===== src/afi_params.svh =====
/*
 * Sizing and calibration constants for the AFI loopback subsystem
 * Byte masks assume 8-bit lanes, so the data width must be 8 times the mask width
 * The calibration word count must not exceed the loopback array depth
 */
`ifndef AFI_PARAMS_SVH
`define AFI_PARAMS_SVH

// Data path of the x16 interface, one mask bit per byte lane
`define AFI_DATA_WIDTH 16
`define AFI_DM_WIDTH 2

// Row or column address and bank select as seen at the AFI
`define AFI_ADDR_WIDTH 13
`define AFI_BANK_WIDTH 3

// The loopback array holds 16 words, picked by the low address bits
`define PHY_MEM_DEPTH_LOG2 4

// Cycles from the edge of a read command to the edge that samples valid data
`define READ_LATENCY 4

// Calibration writes this many rotated pattern words and reads them back
`define CAL_WORDS 8
`define CAL_PATTERN 16'hA5C3
`define INIT_CYCLES 8

`endif


===== src/afi_cmd_pkg.sv =====
/*
 * DDR3 command encoding and the calibration sequencer states
 * Only the commands the loopback PHY can tell apart are listed
 * ZQ calibration and reserved encodings decode as nop
 */
package afi_cmd_pkg;

	// Commands seen on one edge, taken from cs_n, ras_n, cas_n and we_n
	typedef enum logic [2:0] {
		cmd_nop           = 3'd0,
		cmd_activate      = 3'd1,
		cmd_read          = 3'd2,
		cmd_write         = 3'd3,
		cmd_precharge     = 3'd4,
		cmd_refresh       = 3'd5,
		cmd_mode_register = 3'd6
	} afi_cmd_t;

	// Calibration walks these in order and stops in done or failed
	typedef enum logic [2:0] {
		cal_reset_hold = 3'd0,
		cal_init       = 3'd1,
		cal_write      = 3'd2,
		cal_read       = 3'd3,
		cal_wait_data  = 3'd4,
		cal_done       = 3'd5,
		cal_failed     = 3'd6
	} cal_state_t;

	// Standard DDR3 truth table, with chip select high meaning deselect
	function automatic afi_cmd_t decode_cmd(input logic cs_n, input logic ras_n,
		input logic cas_n, input logic we_n);
		if (cs_n)
			return cmd_nop;
		case ({ras_n, cas_n, we_n})
			3'b000: return cmd_mode_register;
			3'b001: return cmd_refresh;
			3'b010: return cmd_precharge;
			3'b011: return cmd_activate;
			3'b100: return cmd_write;
			3'b101: return cmd_read;
			default: return cmd_nop;
		endcase
	endfunction

endpackage


===== src/afi_data_pkg.sv =====
/*
 * Data path types of the AFI, sized from the shared parameter header
 * A set mask bit blocks the write of its byte lane
 */
`include "afi_params.svh"

package afi_data_pkg;

	typedef logic [`AFI_DATA_WIDTH-1:0] afi_data_t;
	typedef logic [`AFI_DM_WIDTH-1:0]   afi_dm_t;
	typedef logic [`AFI_ADDR_WIDTH-1:0] afi_addr_t;
	typedef logic [`AFI_BANK_WIDTH-1:0] afi_bank_t;

	// Calibration word idx is the base pattern rotated left by idx bits
	function automatic afi_data_t cal_word(input int idx);
		afi_data_t base;
		int rot;
		base = `CAL_PATTERN;
		rot = idx % `AFI_DATA_WIDTH;
		// A zero rotation shifts the right half out entirely
		return (base << rot) | (base >> (`AFI_DATA_WIDTH - rot));
	endfunction

endpackage


===== src/afi_pipe.sv =====
/*
 * Fixed delay line of DEPTH registers for any packed payload type
 * DEPTH must be at least 1, and every stage clears to zero on reset
 */
module afi_pipe #(
	parameter type payload_t = logic,
	parameter int DEPTH = 1
) (
	input  logic     afi_clk,
	input  logic     reset,
	input  payload_t in_data,
	output payload_t out_data
);

	// Stage 0 takes the input, the last stage drives the output
	payload_t stage [DEPTH];

	always_ff @(posedge afi_clk) begin
		if (reset) begin
			for (int i = 0; i < DEPTH; i++) begin
				stage[i] <= '0;
			end
		end else begin
			stage[0] <= in_data;
			// Everything moves one stage per clock, there is no stall
			for (int i = 1; i < DEPTH; i++) begin
				stage[i] <= stage[i-1];
			end
		end
	end

	// Data entering on one edge is sampled at the output DEPTH edges later
	assign out_data = stage[DEPTH-1];

endmodule


===== src/afi_mux.sv =====
/*
 * Purely combinational owner select between the sequencer and the controller
 * mux_sel high gives the PHY to the sequencer, low gives it to the controller
 * Read data reaches both owners, but the controller never sees a valid during calibration
 */
module afi_mux
	import afi_data_pkg::*;
(
	input  logic      mux_sel,

	// Controller side of the AFI
	input  afi_addr_t afi_address,
	input  afi_bank_t afi_bank,
	input  logic      afi_cs_n,
	input  logic      afi_cke,
	input  logic      afi_ras_n,
	input  logic      afi_cas_n,
	input  logic      afi_we_n,
	input  logic      afi_rst_n,
	input  afi_data_t afi_wdata,
	input  logic      afi_wdata_valid,
	input  afi_dm_t   afi_dm,
	input  logic      afi_rdata_en,
	output afi_data_t afi_rdata,
	output logic      afi_rdata_valid,

	// Sequencer side of the AFI
	input  afi_addr_t seq_mux_address,
	input  afi_bank_t seq_mux_bank,
	input  logic      seq_mux_cs_n,
	input  logic      seq_mux_cke,
	input  logic      seq_mux_ras_n,
	input  logic      seq_mux_cas_n,
	input  logic      seq_mux_we_n,
	input  logic      seq_mux_reset_n,
	input  afi_data_t seq_mux_wdata,
	input  logic      seq_mux_wdata_valid,
	input  afi_dm_t   seq_mux_dm,
	input  logic      seq_mux_rdata_en,
	output afi_data_t mux_seq_rdata,
	output logic      mux_seq_rdata_valid,

	// Toward the PHY
	output afi_addr_t mux_phy_address,
	output afi_bank_t mux_phy_bank,
	output logic      mux_phy_cs_n,
	output logic      mux_phy_cke,
	output logic      mux_phy_ras_n,
	output logic      mux_phy_cas_n,
	output logic      mux_phy_we_n,
	output logic      mux_phy_reset_n,
	output afi_data_t mux_phy_wdata,
	output logic      mux_phy_wdata_valid,
	output afi_dm_t   mux_phy_dm,
	output logic      mux_phy_rdata_en,
	input  afi_data_t phy_mux_rdata,
	input  logic      phy_mux_rdata_valid
);

	// Read return fans out, with the controller valid held low while calibrating
	assign afi_rdata = phy_mux_rdata;
	assign afi_rdata_valid = mux_sel ? 1'b0 : phy_mux_rdata_valid;
	// The sequencer always sees returning data, it compares only its own reads
	assign mux_seq_rdata = phy_mux_rdata;
	assign mux_seq_rdata_valid = phy_mux_rdata_valid;

	// Command, control and write data lanes all switch on the same select
	assign mux_phy_address = mux_sel ? seq_mux_address : afi_address;
	assign mux_phy_bank = mux_sel ? seq_mux_bank : afi_bank;
	assign mux_phy_cs_n = mux_sel ? seq_mux_cs_n : afi_cs_n;
	assign mux_phy_cke = mux_sel ? seq_mux_cke : afi_cke;
	assign mux_phy_ras_n = mux_sel ? seq_mux_ras_n : afi_ras_n;
	assign mux_phy_cas_n = mux_sel ? seq_mux_cas_n : afi_cas_n;
	assign mux_phy_we_n = mux_sel ? seq_mux_we_n : afi_we_n;
	// The controller names its memory reset afi_rst_n
	assign mux_phy_reset_n = mux_sel ? seq_mux_reset_n : afi_rst_n;
	assign mux_phy_wdata = mux_sel ? seq_mux_wdata : afi_wdata;
	assign mux_phy_wdata_valid = mux_sel ? seq_mux_wdata_valid : afi_wdata_valid;
	assign mux_phy_dm = mux_sel ? seq_mux_dm : afi_dm;
	assign mux_phy_rdata_en = mux_sel ? seq_mux_rdata_en : afi_rdata_en;

endmodule


===== src/afi_seq.sv =====
/*
 * Calibration sequencer that owns the AFI from reset until the pattern check passes
 * Holds the memory in reset for INIT_CYCLES, sends one mode register command,
 * then writes and reads CAL_WORDS words back to back at addresses 0 upward
 * A pass hands the interface over for good, a failure keeps it until reset
 */
`include "afi_params.svh"

module afi_seq
	import afi_cmd_pkg::*;
	import afi_data_pkg::*;
(
	input  logic      afi_clk,
	input  logic      reset,
	output afi_addr_t seq_mux_address,
	output afi_bank_t seq_mux_bank,
	output logic      seq_mux_cs_n,
	output logic      seq_mux_cke,
	output logic      seq_mux_ras_n,
	output logic      seq_mux_cas_n,
	output logic      seq_mux_we_n,
	output logic      seq_mux_reset_n,
	output afi_data_t seq_mux_wdata,
	output logic      seq_mux_wdata_valid,
	output afi_dm_t   seq_mux_dm,
	output logic      seq_mux_rdata_en,
	input  afi_data_t mux_seq_rdata,
	input  logic      mux_seq_rdata_valid,
	output logic      mux_sel,
	output logic      cal_success,
	output logic      cal_fail
);

	localparam int CNT_W = $clog2(`CAL_WORDS + 1);
	localparam int HOLD_W = $clog2(`INIT_CYCLES + 1);
	localparam logic [CNT_W-1:0] LAST_WORD = CNT_W'(`CAL_WORDS - 1);

	cal_state_t state;
	logic [HOLD_W-1:0] hold_cnt;
	// Counts issued writes, then issued reads
	logic [CNT_W-1:0] cmd_cnt;
	// Counts returned words that matched so far
	logic [CNT_W-1:0] rx_cnt;
	logic rx_check;

	// Data can come back while reads are still going out
	assign rx_check = (state == cal_read) || (state == cal_wait_data);

	always_ff @(posedge afi_clk) begin
		if (reset) begin
			state <= cal_reset_hold;
			hold_cnt <= '0;
			cmd_cnt <= '0;
			rx_cnt <= '0;
		end else begin
			case (state)
				cal_reset_hold: begin
					hold_cnt <= hold_cnt + 1'b1;
					if (hold_cnt == HOLD_W'(`INIT_CYCLES - 1))
						state <= cal_init;
				end
				cal_init: state <= cal_write;
				cal_write: begin
					cmd_cnt <= cmd_cnt + 1'b1;
					if (cmd_cnt == LAST_WORD) begin
						cmd_cnt <= '0;
						state <= cal_read;
					end
				end
				cal_read: begin
					cmd_cnt <= cmd_cnt + 1'b1;
					if (cmd_cnt == LAST_WORD)
						state <= cal_wait_data;
				end
				default: ;
			endcase
			// Returns arrive in issue order, so rx_cnt names the expected word
			if (rx_check && mux_seq_rdata_valid) begin
				if (mux_seq_rdata != cal_word(int'(rx_cnt))) begin
					state <= cal_failed;
				end else begin
					rx_cnt <= rx_cnt + 1'b1;
					if (rx_cnt == LAST_WORD)
						state <= cal_done;
				end
			end
		end
	end

	// Command lines decode straight from the state, idle unless a command is due
	always_comb begin
		seq_mux_address = afi_addr_t'(cmd_cnt);
		seq_mux_bank = '0;
		seq_mux_cs_n = 1'b1;
		seq_mux_cke = 1'b1;
		seq_mux_ras_n = 1'b1;
		seq_mux_cas_n = 1'b1;
		seq_mux_we_n = 1'b1;
		seq_mux_reset_n = 1'b1;
		seq_mux_wdata = cal_word(int'(cmd_cnt));
		seq_mux_wdata_valid = 1'b0;
		// All byte lanes are written during calibration
		seq_mux_dm = '0;
		seq_mux_rdata_en = 1'b0;
		case (state)
			cal_reset_hold: begin
				seq_mux_reset_n = 1'b0;
				seq_mux_cke = 1'b0;
			end
			cal_init: begin
				// Mode register set, all of ras_n, cas_n and we_n low
				seq_mux_cs_n = 1'b0;
				seq_mux_ras_n = 1'b0;
				seq_mux_cas_n = 1'b0;
				seq_mux_we_n = 1'b0;
			end
			cal_write: begin
				seq_mux_cs_n = 1'b0;
				seq_mux_cas_n = 1'b0;
				seq_mux_we_n = 1'b0;
				seq_mux_wdata_valid = 1'b1;
			end
			cal_read: begin
				seq_mux_cs_n = 1'b0;
				seq_mux_cas_n = 1'b0;
				seq_mux_rdata_en = 1'b1;
			end
			default: ;
		endcase
	end

	// Ownership and result flags follow the terminal states
	assign mux_sel = (state != cal_done);
	assign cal_success = (state == cal_done);
	assign cal_fail = (state == cal_failed);

endmodule


===== src/afi_loopback_phy.sv =====
/*
 * Behavioral stand-in for the PHY I/O path, not for synthesis into real pads
 * Stores writes in a small array and returns reads after READ_LATENCY edges
 * Bank and upper address bits do not select storage, so addresses alias
 * Commands are ignored while the memory reset is asserted or cke is low
 */
`include "afi_params.svh"

module afi_loopback_phy
	import afi_cmd_pkg::*;
	import afi_data_pkg::*;
(
	input  logic      afi_clk,
	input  logic      reset,
	input  afi_addr_t mux_phy_address,
	input  afi_bank_t mux_phy_bank,
	input  logic      mux_phy_cs_n,
	input  logic      mux_phy_cke,
	input  logic      mux_phy_ras_n,
	input  logic      mux_phy_cas_n,
	input  logic      mux_phy_we_n,
	input  logic      mux_phy_reset_n,
	input  afi_data_t mux_phy_wdata,
	input  logic      mux_phy_wdata_valid,
	input  afi_dm_t   mux_phy_dm,
	input  logic      mux_phy_rdata_en,
	output afi_data_t phy_mux_rdata,
	output logic      phy_mux_rdata_valid
);

	localparam int MEM_WORDS = 1 << `PHY_MEM_DEPTH_LOG2;
	localparam int BYTE_W = `AFI_DATA_WIDTH / `AFI_DM_WIDTH;

	afi_data_t mem [MEM_WORDS];
	afi_cmd_t cmd;
	logic active;
	logic wr_en;
	logic rd_en;
	logic [`PHY_MEM_DEPTH_LOG2-1:0] idx;
	afi_data_t rd_word;

	assign cmd = decode_cmd(mux_phy_cs_n, mux_phy_ras_n, mux_phy_cas_n, mux_phy_we_n);
	assign active = mux_phy_reset_n && mux_phy_cke;
	// A write needs its data in the same cycle, a read needs rdata_en
	assign wr_en = active && (cmd == cmd_write) && mux_phy_wdata_valid;
	assign rd_en = active && (cmd == cmd_read) && mux_phy_rdata_en;
	assign idx = mux_phy_address[`PHY_MEM_DEPTH_LOG2-1:0];

	// Zero when idle keeps the data pipe free of unwritten array contents
	assign rd_word = rd_en ? mem[idx] : '0;

	// Masked lanes keep their old byte
	always_ff @(posedge afi_clk) begin
		if (wr_en) begin
			for (int b = 0; b < `AFI_DM_WIDTH; b++) begin
				if (!mux_phy_dm[b])
					mem[idx][b*BYTE_W +: BYTE_W] <= mux_phy_wdata[b*BYTE_W +: BYTE_W];
			end
		end
	end

	// Valid and data travel side by side, so reads come back in order
	afi_pipe #(
		.payload_t(logic),
		.DEPTH(`READ_LATENCY)
	) u_valid_pipe (
		.afi_clk(afi_clk),
		.reset(reset),
		.in_data(rd_en),
		.out_data(phy_mux_rdata_valid)
	);

	afi_pipe #(
		.payload_t(afi_data_t),
		.DEPTH(`READ_LATENCY)
	) u_data_pipe (
		.afi_clk(afi_clk),
		.reset(reset),
		.in_data(rd_word),
		.out_data(phy_mux_rdata)
	);

endmodule


===== src/afi_top.sv =====
/*
 * Sequencer, owner mux and loopback PHY joined at the AFI
 * The controller inputs are ignored until cal_success rises
 * After a failed calibration the controller never gets the interface
 */
module afi_top
	import afi_data_pkg::*;
(
	input  logic      afi_clk,
	input  logic      reset,
	input  afi_addr_t afi_address,
	input  afi_bank_t afi_bank,
	input  logic      afi_cs_n,
	input  logic      afi_cke,
	input  logic      afi_ras_n,
	input  logic      afi_cas_n,
	input  logic      afi_we_n,
	input  logic      afi_rst_n,
	input  afi_data_t afi_wdata,
	input  logic      afi_wdata_valid,
	input  afi_dm_t   afi_dm,
	input  logic      afi_rdata_en,
	output afi_data_t afi_rdata,
	output logic      afi_rdata_valid,
	output logic      cal_success,
	output logic      cal_fail
);

	// Sequencer to mux
	afi_addr_t seq_mux_address;
	afi_bank_t seq_mux_bank;
	logic      seq_mux_cs_n, seq_mux_cke, seq_mux_ras_n, seq_mux_cas_n;
	logic      seq_mux_we_n, seq_mux_reset_n, seq_mux_wdata_valid, seq_mux_rdata_en;
	afi_data_t seq_mux_wdata;
	afi_dm_t   seq_mux_dm;
	afi_data_t mux_seq_rdata;
	logic      mux_seq_rdata_valid;
	logic      mux_sel;

	// Mux to PHY and back
	afi_addr_t mux_phy_address;
	afi_bank_t mux_phy_bank;
	logic      mux_phy_cs_n, mux_phy_cke, mux_phy_ras_n, mux_phy_cas_n;
	logic      mux_phy_we_n, mux_phy_reset_n, mux_phy_wdata_valid, mux_phy_rdata_en;
	afi_data_t mux_phy_wdata;
	afi_dm_t   mux_phy_dm;
	afi_data_t phy_mux_rdata;
	logic      phy_mux_rdata_valid;

	// Port names match the nets above, so the instances connect by name
	afi_seq u_seq (.*);

	afi_mux u_mux (.*);

	afi_loopback_phy u_phy (.*);

endmodule


===== config.mk =====
export PLATFORM = sky130hd
export DESIGN_NAME = afi_top
export DESIGN_NICKNAME = d
export VERILOG_FILES = /design/src/afi_cmd_pkg.sv /design/src/afi_data_pkg.sv /design/src/afi_pipe.sv /design/src/afi_mux.sv /design/src/afi_seq.sv /design/src/afi_loopback_phy.sv /design/src/afi_top.sv
export VERILOG_INCLUDE_DIRS = /design/src /design/src/src
export SDC_FILE = /design/constraint.sdc
export NUM_CORES = 1
export LEC_CHECK = 0
export BUFFER_PORTS_ARGS = -buffer_cell sky130_fd_sc_hd__buf_2
export CAP_MARGIN = 20
export CORE_MARGIN = 8
export CORE_UTILIZATION = 55
export DETAILED_ROUTE_END_ITERATION = 6
export GPL_ROUTABILITY_DRIVEN = 0
export HOLD_SLACK_MARGIN = 0.15
export PLACE_DENSITY_LB_ADDON = 0.3
export SLEW_MARGIN = 20
export SYNTH_ARGS = -nofsm -noshare
export SYNTH_HDL_FRONTEND = slang
export SYNTH_HIERARCHICAL = 1
export SYNTH_SLANG_ARGS = --single-unit

===== constraint.sdc =====
create_clock -name afi_clk -period 4.99 [get_ports afi_clk]
set_input_delay 0 -clock afi_clk [delete_from_list [all_inputs] [get_ports afi_clk]]
set_output_delay 0 -clock afi_clk [all_outputs]
set_load 0.005 [all_outputs]

==> run_summary.xml, run 1 <==
<?xml version="1.0" encoding="UTF-8"?>
<metrics>
  <group name="routing">
    <metric name="detail_route.drc_violations" unit="">0</metric>
    <metric name="vias" unit="">8701</metric>
    <metric name="first_iter_violations" unit="">886</metric>
    <metric name="via_per_inst" unit="">5.82</metric>
    <metric name="drt-pass1-iter-count" unit="">5</metric>
    <metric name="detail_route.wl_per_cell" unit="um">21.5</metric>
    <metric name="totalWireLength" unit="um">32100</metric>
    <metric name="route.antenna.remaining_nets" unit="">0</metric>
  </group>
  <group name="timing">
    <metric name="timing.final.setup_violations" unit="">0</metric>
    <metric name="least_margin_pin_slew" unit="ps">1030</metric>
    <metric name="finalHoldViolations" unit="">0</metric>
    <metric name="accumulated_negative_setup_slack" unit="ps">0</metric>
    <metric name="fin_max_slew_vios" unit="">0</metric>
    <metric name="finalCriticalPeriod" unit="ps">4250</metric>
    <metric name="layout_worst_path_cycle_share" unit="%">85.1</metric>
    <metric name="max_clock_freq" unit="GHz">0.236</metric>
    <metric name="unrepaired_setup_endpoints_after_global_routing" unit="">false</metric>
    <metric name="setup_slack" unit="ps">744</metric>
    <metric name="timing.clock.skew" unit="ps">23.5</metric>
    <metric name="timing.slew.headroom" unit="%">31.2</metric>
  </group>
  <group name="die">
    <metric name="starting_utilization_of_the_core_area" unit="%">55.2</metric>
    <metric name="row_count" unit="">62</metric>
    <metric name="boundaryPins" unit="">63</metric>
    <metric name="core_area" unit="um^2">28400</metric>
    <metric name="die_height" unit="um">185</metric>
    <metric name="die_w" unit="um">185</metric>
    <metric name="fp.dieArea" unit="um^2">34200</metric>
  </group>
  <group name="clocking">
    <metric name="clock_insertion_delay_worst_skew" unit="ps">520</metric>
    <metric name="numCtsBuffers" unit="">35</metric>
    <metric name="clock-root-buffer" unit="">sky130_fd_sc_hd__clkbuf_16</metric>
    <metric name="post-cts-setup-buffers" unit="">0</metric>
    <metric name="clkTransAtPathRegs" unit="ps">60</metric>
    <metric name="cts_htree_levels" unit="">2</metric>
    <metric name="tritoncts_clock_tree" unit="">done</metric>
    <metric name="clock_sink_count" unit="">339</metric>
    <metric name="cts_resized" unit="">0</metric>
    <metric name="max-clock-path-buffers" unit="">3</metric>
  </group>
  <group name="placed_design">
    <metric name="io_buffers" unit="">50</metric>
    <metric name="placedInstanceArea" unit="um^2">15800</metric>
    <metric name="total_half_perimeter_wirelength_after_legalization_and_detailed_placement" unit="um">20500</metric>
    <metric name="dp.cells" unit="">1416</metric>
    <metric name="dpl_worst_slack" unit="ps">844</metric>
  </group>
  <group name="worst_setup_path">
    <metric name="critical_path.endpoint_type" unit="">register</metric>
    <metric name="cells_on_worst_reg2reg_path" unit="">12</metric>
    <metric name="worstPathMaxFanout" unit="">13</metric>
    <metric name="critPathLaunchType" unit="">register</metric>
    <metric name="cp_data_required_time" unit="ps">5380</metric>
    <metric name="cp.arrival" unit="ps">4630</metric>
    <metric name="timing.setup.critical_path_class" unit="">reg2reg</metric>
  </group>
  <group name="final_layout">
    <metric name="instances_no_fill" unit="">1495</metric>
    <metric name="n_antenna_cell" unit="">0</metric>
    <metric name="final_layout_fill_cell_count" unit="">2146</metric>
    <metric name="syn2layout_area_growth" unit="%">9.04</metric>
    <metric name="post_layout_inst_area" unit="um^2">17100</metric>
    <metric name="drive_above_1_share" unit="%">26.2</metric>
    <metric name="num-nets-final" unit="">1160</metric>
  </group>
  <group name="grt">
    <metric name="overflow" unit="">0</metric>
    <metric name="via_count_of_the_first_global_routing_pass" unit="">8652</metric>
    <metric name="grt_pass1_wl" unit="um">49700</metric>
    <metric name="grt_antenna_before_repair" unit="">1</metric>
    <metric name="maximum_number_of_pins_on_one_net_before_global_route_repair" unit="">57</metric>
    <metric name="grt_use_total" unit="%">19.0</metric>
  </group>
  <group name="pwr">
    <metric name="vdd_drop_max" unit="uV">331</metric>
    <metric name="p_leak" unit="nW">5.86</metric>
    <metric name="power_density" unit="nW/um^2">325</metric>
    <metric name="total_power" unit="mW">5.56</metric>
  </group>
  <group name="flow_run">
    <metric name="max-cap-violations" unit="">0</metric>
  </group>
  <group name="logic_synthesis">
    <metric name="syn-instance-count" unit="">1059</metric>
    <metric name="avg_cell_area_syn" unit="um^2">14.8</metric>
    <metric name="yosysWarnings" unit="">6</metric>
    <metric name="synth.cell_area" unit="um^2">15700</metric>
  </group>
  <group name="worst_hold_path">
    <metric name="min_delay_path_depth" unit="">5</metric>
    <metric name="hold_path.class" unit="">in2reg</metric>
  </group>
  <group name="outcome">
    <metric name="run_status" unit="">finished clean</metric>
  </group>
</metrics>
==> final timing paths <==
check,startpoint,slack [ps],to
max,u_seq/rx_cnt[1],740,u_seq/rx_cnt[2]
min,afi_dm[0],200,u_phy/mem[12][2]
max reg2reg,u_seq/rx_cnt[1],740,u_seq/rx_cnt[2]
min reg2reg,u_phy/u_data_pipe/stage[0][5],430,u_phy/u_data_pipe/stage[1][5]
==> repair_timing <==
action	in CTS	in global routing
hold endpoints to repair	291	0
hold buffers	17	0
setup endpoints to repair	0	0
==> flip-flops by register name (all words and copies together), names as in the netlist <==
| name | flops |
|---|---|
| u_phy/u_valid_pipe/stage | 4 |
| u_seq/cmd_cnt | 4 |
| u_phy/u_data_pipe/stage | 64 |
| u_seq/hold_cnt | 4 |
| u_phy/mem | 256 |
| u_seq/state | 3 |
| u_seq/rx_cnt | 4 |
==> layer usage <==
metal  routed length, um  GRT usage [%]
met5                   0              0
met4                 899           6.43
met3                1820           2.55
met2               15900           32.6
met1               13500           24.6
==> placed cells by master (no fill, tap or decap), types with 5 or more instances in the layout <==
| master | instances |
|---|---|
| sky130_fd_sc_hd__a211oi_1 | 28 |
| sky130_fd_sc_hd__a211oi_2 | 6 |
| sky130_fd_sc_hd__a21oi_1 | 22 |
| sky130_fd_sc_hd__and3_1 | 5 |
| sky130_fd_sc_hd__buf_2 | 49 |
| sky130_fd_sc_hd__buf_4 | 27 |
| sky130_fd_sc_hd__clkbuf_1 | 7 |
| sky130_fd_sc_hd__clkbuf_16 | 37 |
| sky130_fd_sc_hd__clkinv_1 | 6 |
| sky130_fd_sc_hd__dfxtp_1 | 83 |
| sky130_fd_sc_hd__dlygate4sd3_1 | 17 |
| sky130_fd_sc_hd__edfxtp_1 | 256 |
| sky130_fd_sc_hd__ha_1 | 30 |
| sky130_fd_sc_hd__inv_1 | 21 |
| sky130_fd_sc_hd__mux2_2 | 7 |
| sky130_fd_sc_hd__mux2_4 | 27 |
| sky130_fd_sc_hd__mux2i_1 | 27 |
| sky130_fd_sc_hd__mux4_1 | 12 |
| sky130_fd_sc_hd__mux4_2 | 53 |
| sky130_fd_sc_hd__nand2_1 | 38 |
| sky130_fd_sc_hd__nand2b_1 | 10 |
| sky130_fd_sc_hd__nand3_1 | 8 |
| sky130_fd_sc_hd__nand4_1 | 5 |
| sky130_fd_sc_hd__nor2_1 | 74 |
| sky130_fd_sc_hd__nor2b_1 | 28 |
| sky130_fd_sc_hd__nor2b_2 | 60 |
| sky130_fd_sc_hd__nor3_1 | 13 |
| sky130_fd_sc_hd__o211ai_1 | 5 |
| sky130_fd_sc_hd__o21ai_0 | 27 |
| sky130_fd_sc_hd__o221ai_1 | 7 |
| sky130_fd_sc_hd__xnor2_1 | 12 |
| sky130_fd_sc_hd__xor2_1 | 6 |
==> worst max-delay path, cell delays in order, from the launching register on <==
cell and delay, ps:
sky130_fd_sc_hd__dfxtp_1 610, sky130_fd_sc_hd__inv_1 300, sky130_fd_sc_hd__ha_1 400, sky130_fd_sc_hd__inv_2 100, sky130_fd_sc_hd__ha_1 330, sky130_fd_sc_hd__o21ai_1 240, sky130_fd_sc_hd__nor2_1 70, sky130_fd_sc_hd__o21a_1 200
sky130_fd_sc_hd__or4_1 490, sky130_fd_sc_hd__a2111oi_2 380, sky130_fd_sc_hd__nand4_1 340, sky130_fd_sc_hd__nor4_2 320, sky130_fd_sc_hd__mux2_1 350
==> layout make-up <==
class | instances | area [um^2] | share of cell area [%]
Inverter | 24 | 90.1 | 0.527
Tap cell | 384 | 480 | 2.81
Timing Repair Buffer | 93 | 618 | 3.61
Clock inverter | 12 | 93.8 | 0.549
Clock buffer | 50 | 1020 | 5.96
Multi-Input combinational cell | 593 | 5450 | 31.9
Sequential cell | 339 | 9350 | 54.7
==> metrics by stage <==
stage / hold WS, ps / util, %
6_report: 205 / 60.2
5_1_grt: 225 / 60.2
4_1_cts: 164 / 60.2
3_5_place_dp: 420 / 55.7
3_3_place_gp: 417 / 55.7
2_1_floorplan: 71.6 / -
==> power by group <==
part	internal [mW]	leakage [nW]	switching (mW)
registers	3.00	2.97	0.00204
logic	0.0279	2.34	0.0319
clock network	1.48	0.550	1.02
Power figures use the tool's default switching activity.
==> run 2, diff against run 1 <==
CTS_BUF_LIST = sky130_fd_sc_hd__clkbuf_4 sky130_fd_sc_hd__clkbuf_8   (was unset)
==> run 2 against run 1 <==
  * Die area stayed put
  * Final area is 0.20% higher
  * Largest power group unchanged
  * Cell count is 2.5% higher
  * Sequential power hardly changed
  * Critical path depth is 1 lower
  * First-iteration DRC count is 7.6% lower
  * Combinational power is 1% higher
  * Clock-buffer cell count is 35 higher
  * Largest cell class unchanged
  * Fmax is 0.89% lower
  * Clock power is 4% lower
==> run_summary.xml, run 2 (same netlist as run 1, synthesis figures left out) <==
<?xml version="1.0" encoding="UTF-8"?>
<metrics>
  <group name="die">
    <metric name="row_count" unit="">62</metric>
    <metric name="die_height" unit="um">185</metric>
    <metric name="starting_utilization_of_the_core_area" unit="%">55.2</metric>
    <metric name="die_w" unit="um">185</metric>
    <metric name="boundaryPins" unit="">63</metric>
    <metric name="fp.dieArea" unit="um^2">34200</metric>
    <metric name="core_area" unit="um^2">28400</metric>
  </group>
  <group name="final_layout">
    <metric name="max_flop_register" unit="">u_phy/mem</metric>
    <metric name="layout_commonest_cell" unit="">sky130_fd_sc_hd__edfxtp_1</metric>
    <metric name="syn2layout_area_growth" unit="%">9.26</metric>
    <metric name="largest_registers" unit="">u_phy/mem (256), u_phy/u_data_pipe/stage (64)</metric>
    <metric name="post_layout_inst_area" unit="um^2">17100</metric>
    <metric name="instances_no_fill" unit="">1533</metric>
    <metric name="n_antenna_cell" unit="">0</metric>
    <metric name="final_layout_fill_cell_count" unit="">2188</metric>
    <metric name="num-nets-final" unit="">1181</metric>
    <metric name="drive_above_1_share" unit="%">29.2</metric>
    <metric name="largest_register_ff_count" unit="">256</metric>
    <metric name="layout_common_cells" unit="">256 x sky130_fd_sc_hd__edfxtp_1, 83 x sky130_fd_sc_hd__dfxtp_1, 74 x sky130_fd_sc_hd__nor2_1</metric>
  </group>
  <group name="worst_setup_path">
    <metric name="critPathLaunchType" unit="">register</metric>
    <metric name="worstPathMaxFanout" unit="">26</metric>
    <metric name="crit_chain" unit="">inv_1 -&gt; or3_2 -&gt; buf_4 -&gt; mux2_4 -&gt; nand3b_1 -&gt; nor3b_1 -&gt; nand3_1 -&gt; dlygate4sd3_1 -&gt; buf_4 -&gt; a211oi_1 -&gt; nor2b_2</metric>
    <metric name="cp_data_required_time" unit="ps">5490</metric>
    <metric name="critical_path.endpoint_type" unit="">register</metric>
    <metric name="cp.arrival" unit="ps">4780</metric>
    <metric name="worst_path_largest_cell_delay" unit="ps">650</metric>
    <metric name="timing.critical_path.mode_cell" unit="">sky130_fd_sc_hd__buf_4</metric>
    <metric name="critical-path-top-delay-family" unit="">simple AND/OR/NAND/NOR gates</metric>
    <metric name="critical_path_slowest_stage_cell" unit="">sky130_fd_sc_hd__or3_2</metric>
    <metric name="timing.critical_path.buf_inv" unit="">4</metric>
    <metric name="timing.setup.critical_path_class" unit="">reg2reg</metric>
  </group>
  <group name="timing">
    <metric name="timing.slew.headroom" unit="%">30.6</metric>
    <metric name="fin_max_slew_vios" unit="">0</metric>
    <metric name="finalHoldViolations" unit="">0</metric>
    <metric name="finalCriticalPeriod" unit="ps">4280</metric>
    <metric name="accumulated_negative_setup_slack" unit="ps">0</metric>
    <metric name="layout_worst_path_cycle_share" unit="%">85.9</metric>
    <metric name="least_margin_pin_slew" unit="ps">1040</metric>
    <metric name="timing.final.setup_violations" unit="">0</metric>
    <metric name="timing.clock.skew" unit="ps">26.4</metric>
    <metric name="max_clock_freq" unit="GHz">0.233</metric>
    <metric name="worst_hold_slack" unit="ps">265</metric>
    <metric name="unrepaired_setup_endpoints_after_global_routing" unit="">false</metric>
  </group>
  <group name="routing">
    <metric name="detail_route.wl_per_cell" unit="um">21.1</metric>
    <metric name="vias" unit="">8851</metric>
    <metric name="via_per_inst" unit="">5.77</metric>
    <metric name="drt-pass1-iter-count" unit="">5</metric>
    <metric name="routed-wl-met2" unit="um">16200</metric>
    <metric name="route.met3.wl" unit="um">2130</metric>
    <metric name="maxUsedRoutingLayer" unit="">met4</metric>
    <metric name="detail_route.drc_violations" unit="">0</metric>
    <metric name="totalWireLength" unit="um">32400</metric>
    <metric name="first_iter_violations" unit="">819</metric>
    <metric name="route.antenna.remaining_nets" unit="">0</metric>
    <metric name="wirelength_met1" unit="um">13300</metric>
  </group>
  <group name="grt">
    <metric name="via_count_of_the_first_global_routing_pass" unit="">8865</metric>
    <metric name="maximum_number_of_pins_on_one_net_before_global_route_repair" unit="">57</metric>
    <metric name="grt_antenna_before_repair" unit="">1</metric>
    <metric name="grt_pass1_wl" unit="um">50100</metric>
    <metric name="grt_use_total" unit="%">19.1</metric>
    <metric name="overflow" unit="">0</metric>
  </group>
  <group name="clocking">
    <metric name="clkTransAtPathRegs" unit="ps">60</metric>
    <metric name="post-cts-setup-buffers" unit="">0</metric>
    <metric name="max-clock-path-buffers" unit="">3</metric>
    <metric name="tritoncts_clock_tree" unit="">done</metric>
    <metric name="clock_sink_count" unit="">339</metric>
    <metric name="numCtsBuffers" unit="">53</metric>
    <metric name="cts_resized" unit="">0</metric>
    <metric name="cts.hold.buffers_added" unit="">20</metric>
    <metric name="cts_htree_levels" unit="">2</metric>
    <metric name="clock_insertion_delay_worst_skew" unit="ps">580</metric>
    <metric name="clock-root-buffer" unit="">sky130_fd_sc_hd__clkbuf_8</metric>
  </group>
  <group name="worst_hold_path">
    <metric name="hold_path.class" unit="">in2reg</metric>
  </group>
  <group name="pwr">
    <metric name="vdd_drop_max" unit="uV">374</metric>
    <metric name="power_density" unit="nW/um^2">318</metric>
    <metric name="total_power" unit="mW">5.45</metric>
    <metric name="p_leak" unit="nW">5.92</metric>
  </group>
  <group name="placed_design">
    <metric name="placedInstanceArea" unit="um^2">15800</metric>
    <metric name="dp.cells" unit="">1416</metric>
    <metric name="io_buffers" unit="">50</metric>
    <metric name="total_half_perimeter_wirelength_after_legalization_and_detailed_placement" unit="um">20500</metric>
  </group>
  <group name="flow_run">
    <metric name="max-cap-violations" unit="">0</metric>
  </group>
  <group name="outcome">
    <metric name="run_status" unit="">finished clean</metric>
  </group>
</metrics>
## run 2: cell count changes in the layout (fill, tap and decap cells not counted), moves of 2 or more
cell / previous run / this run
sky130_fd_sc_hd__inv_6: 4 / 0
sky130_fd_sc_hd__clkbuf_16: 37 / 0
sky130_fd_sc_hd__clkinvlp_4: 0 / 2
sky130_fd_sc_hd__clkinv_2: 2 / 4
sky130_fd_sc_hd__clkbuf_1: 7 / 0
sky130_fd_sc_hd__dlygate4sd3_1: 17 / 20
sky130_fd_sc_hd__clkbuf_8: 4 / 58
sky130_fd_sc_hd__clkbuf_4: 1 / 27
sky130_fd_sc_hd__clkinv_1: 6 / 4
## run 2: report_power, final
part | switching (mW) | total, mW | internal [mW]
clock | 1.02 | 2.39 | 1.37
sequential | 0.00202 | 3.00 | 3.00
combinational | 0.0322 | 0.0607 | 0.0285
## run 2: area by class of cell
cell class                 instances  area [um^2]  area share [%]
timing repair buffer              96          648            3.78
sequential                       339         9350            54.6
inverter                          24         90.1           0.526
clock inverter                    12          118           0.686
tap                              384          480            2.80
multi-input combinational        593         5450            31.8
clock buffer                      85         1000            5.84
## run 2: metal layers
layer  up-vias  track usage [%]
li1       4065                -
met1      4359             24.7
met2       368             32.8
met3        59             2.98
met4         0             6.02
met5         -                0
## run 2: through the flow
step	setup WS [ps]	util [%]
after floorplan	1440	-
after global placement	900	55.7
after global routing	449	60.4
final	706	60.4
after CTS	824	60.4
after detailed placement	844	55.7
## run 2: worst paths after layout
| path | from | cells after the start | to | slack (ps) |
|---|---|---|---|---|
| setup / recovery | u_seq/state[2] | 11 | u_phy/u_data_pipe/stage[0][14] | 710 |
| hold / removal | afi_dm[1] | 5 | u_phy/mem[0][9] | 260 |
| setup reg to reg | u_seq/state[2] | 11 | u_phy/u_data_pipe/stage[0][14] | 710 |
| hold reg to reg | u_phy/u_data_pipe/stage[2][9] | 1 | u_phy/u_data_pipe/stage[3][9] | 430 |
## run 2: worst min-delay path, stage by stage
cell and delay [ps]:
sky130_fd_sc_hd__buf_2 80, sky130_fd_sc_hd__mux2_4 170, sky130_fd_sc_hd__nor3_2 40, sky130_fd_sc_hd__nand2_1 140, sky130_fd_sc_hd__nor2_1 200
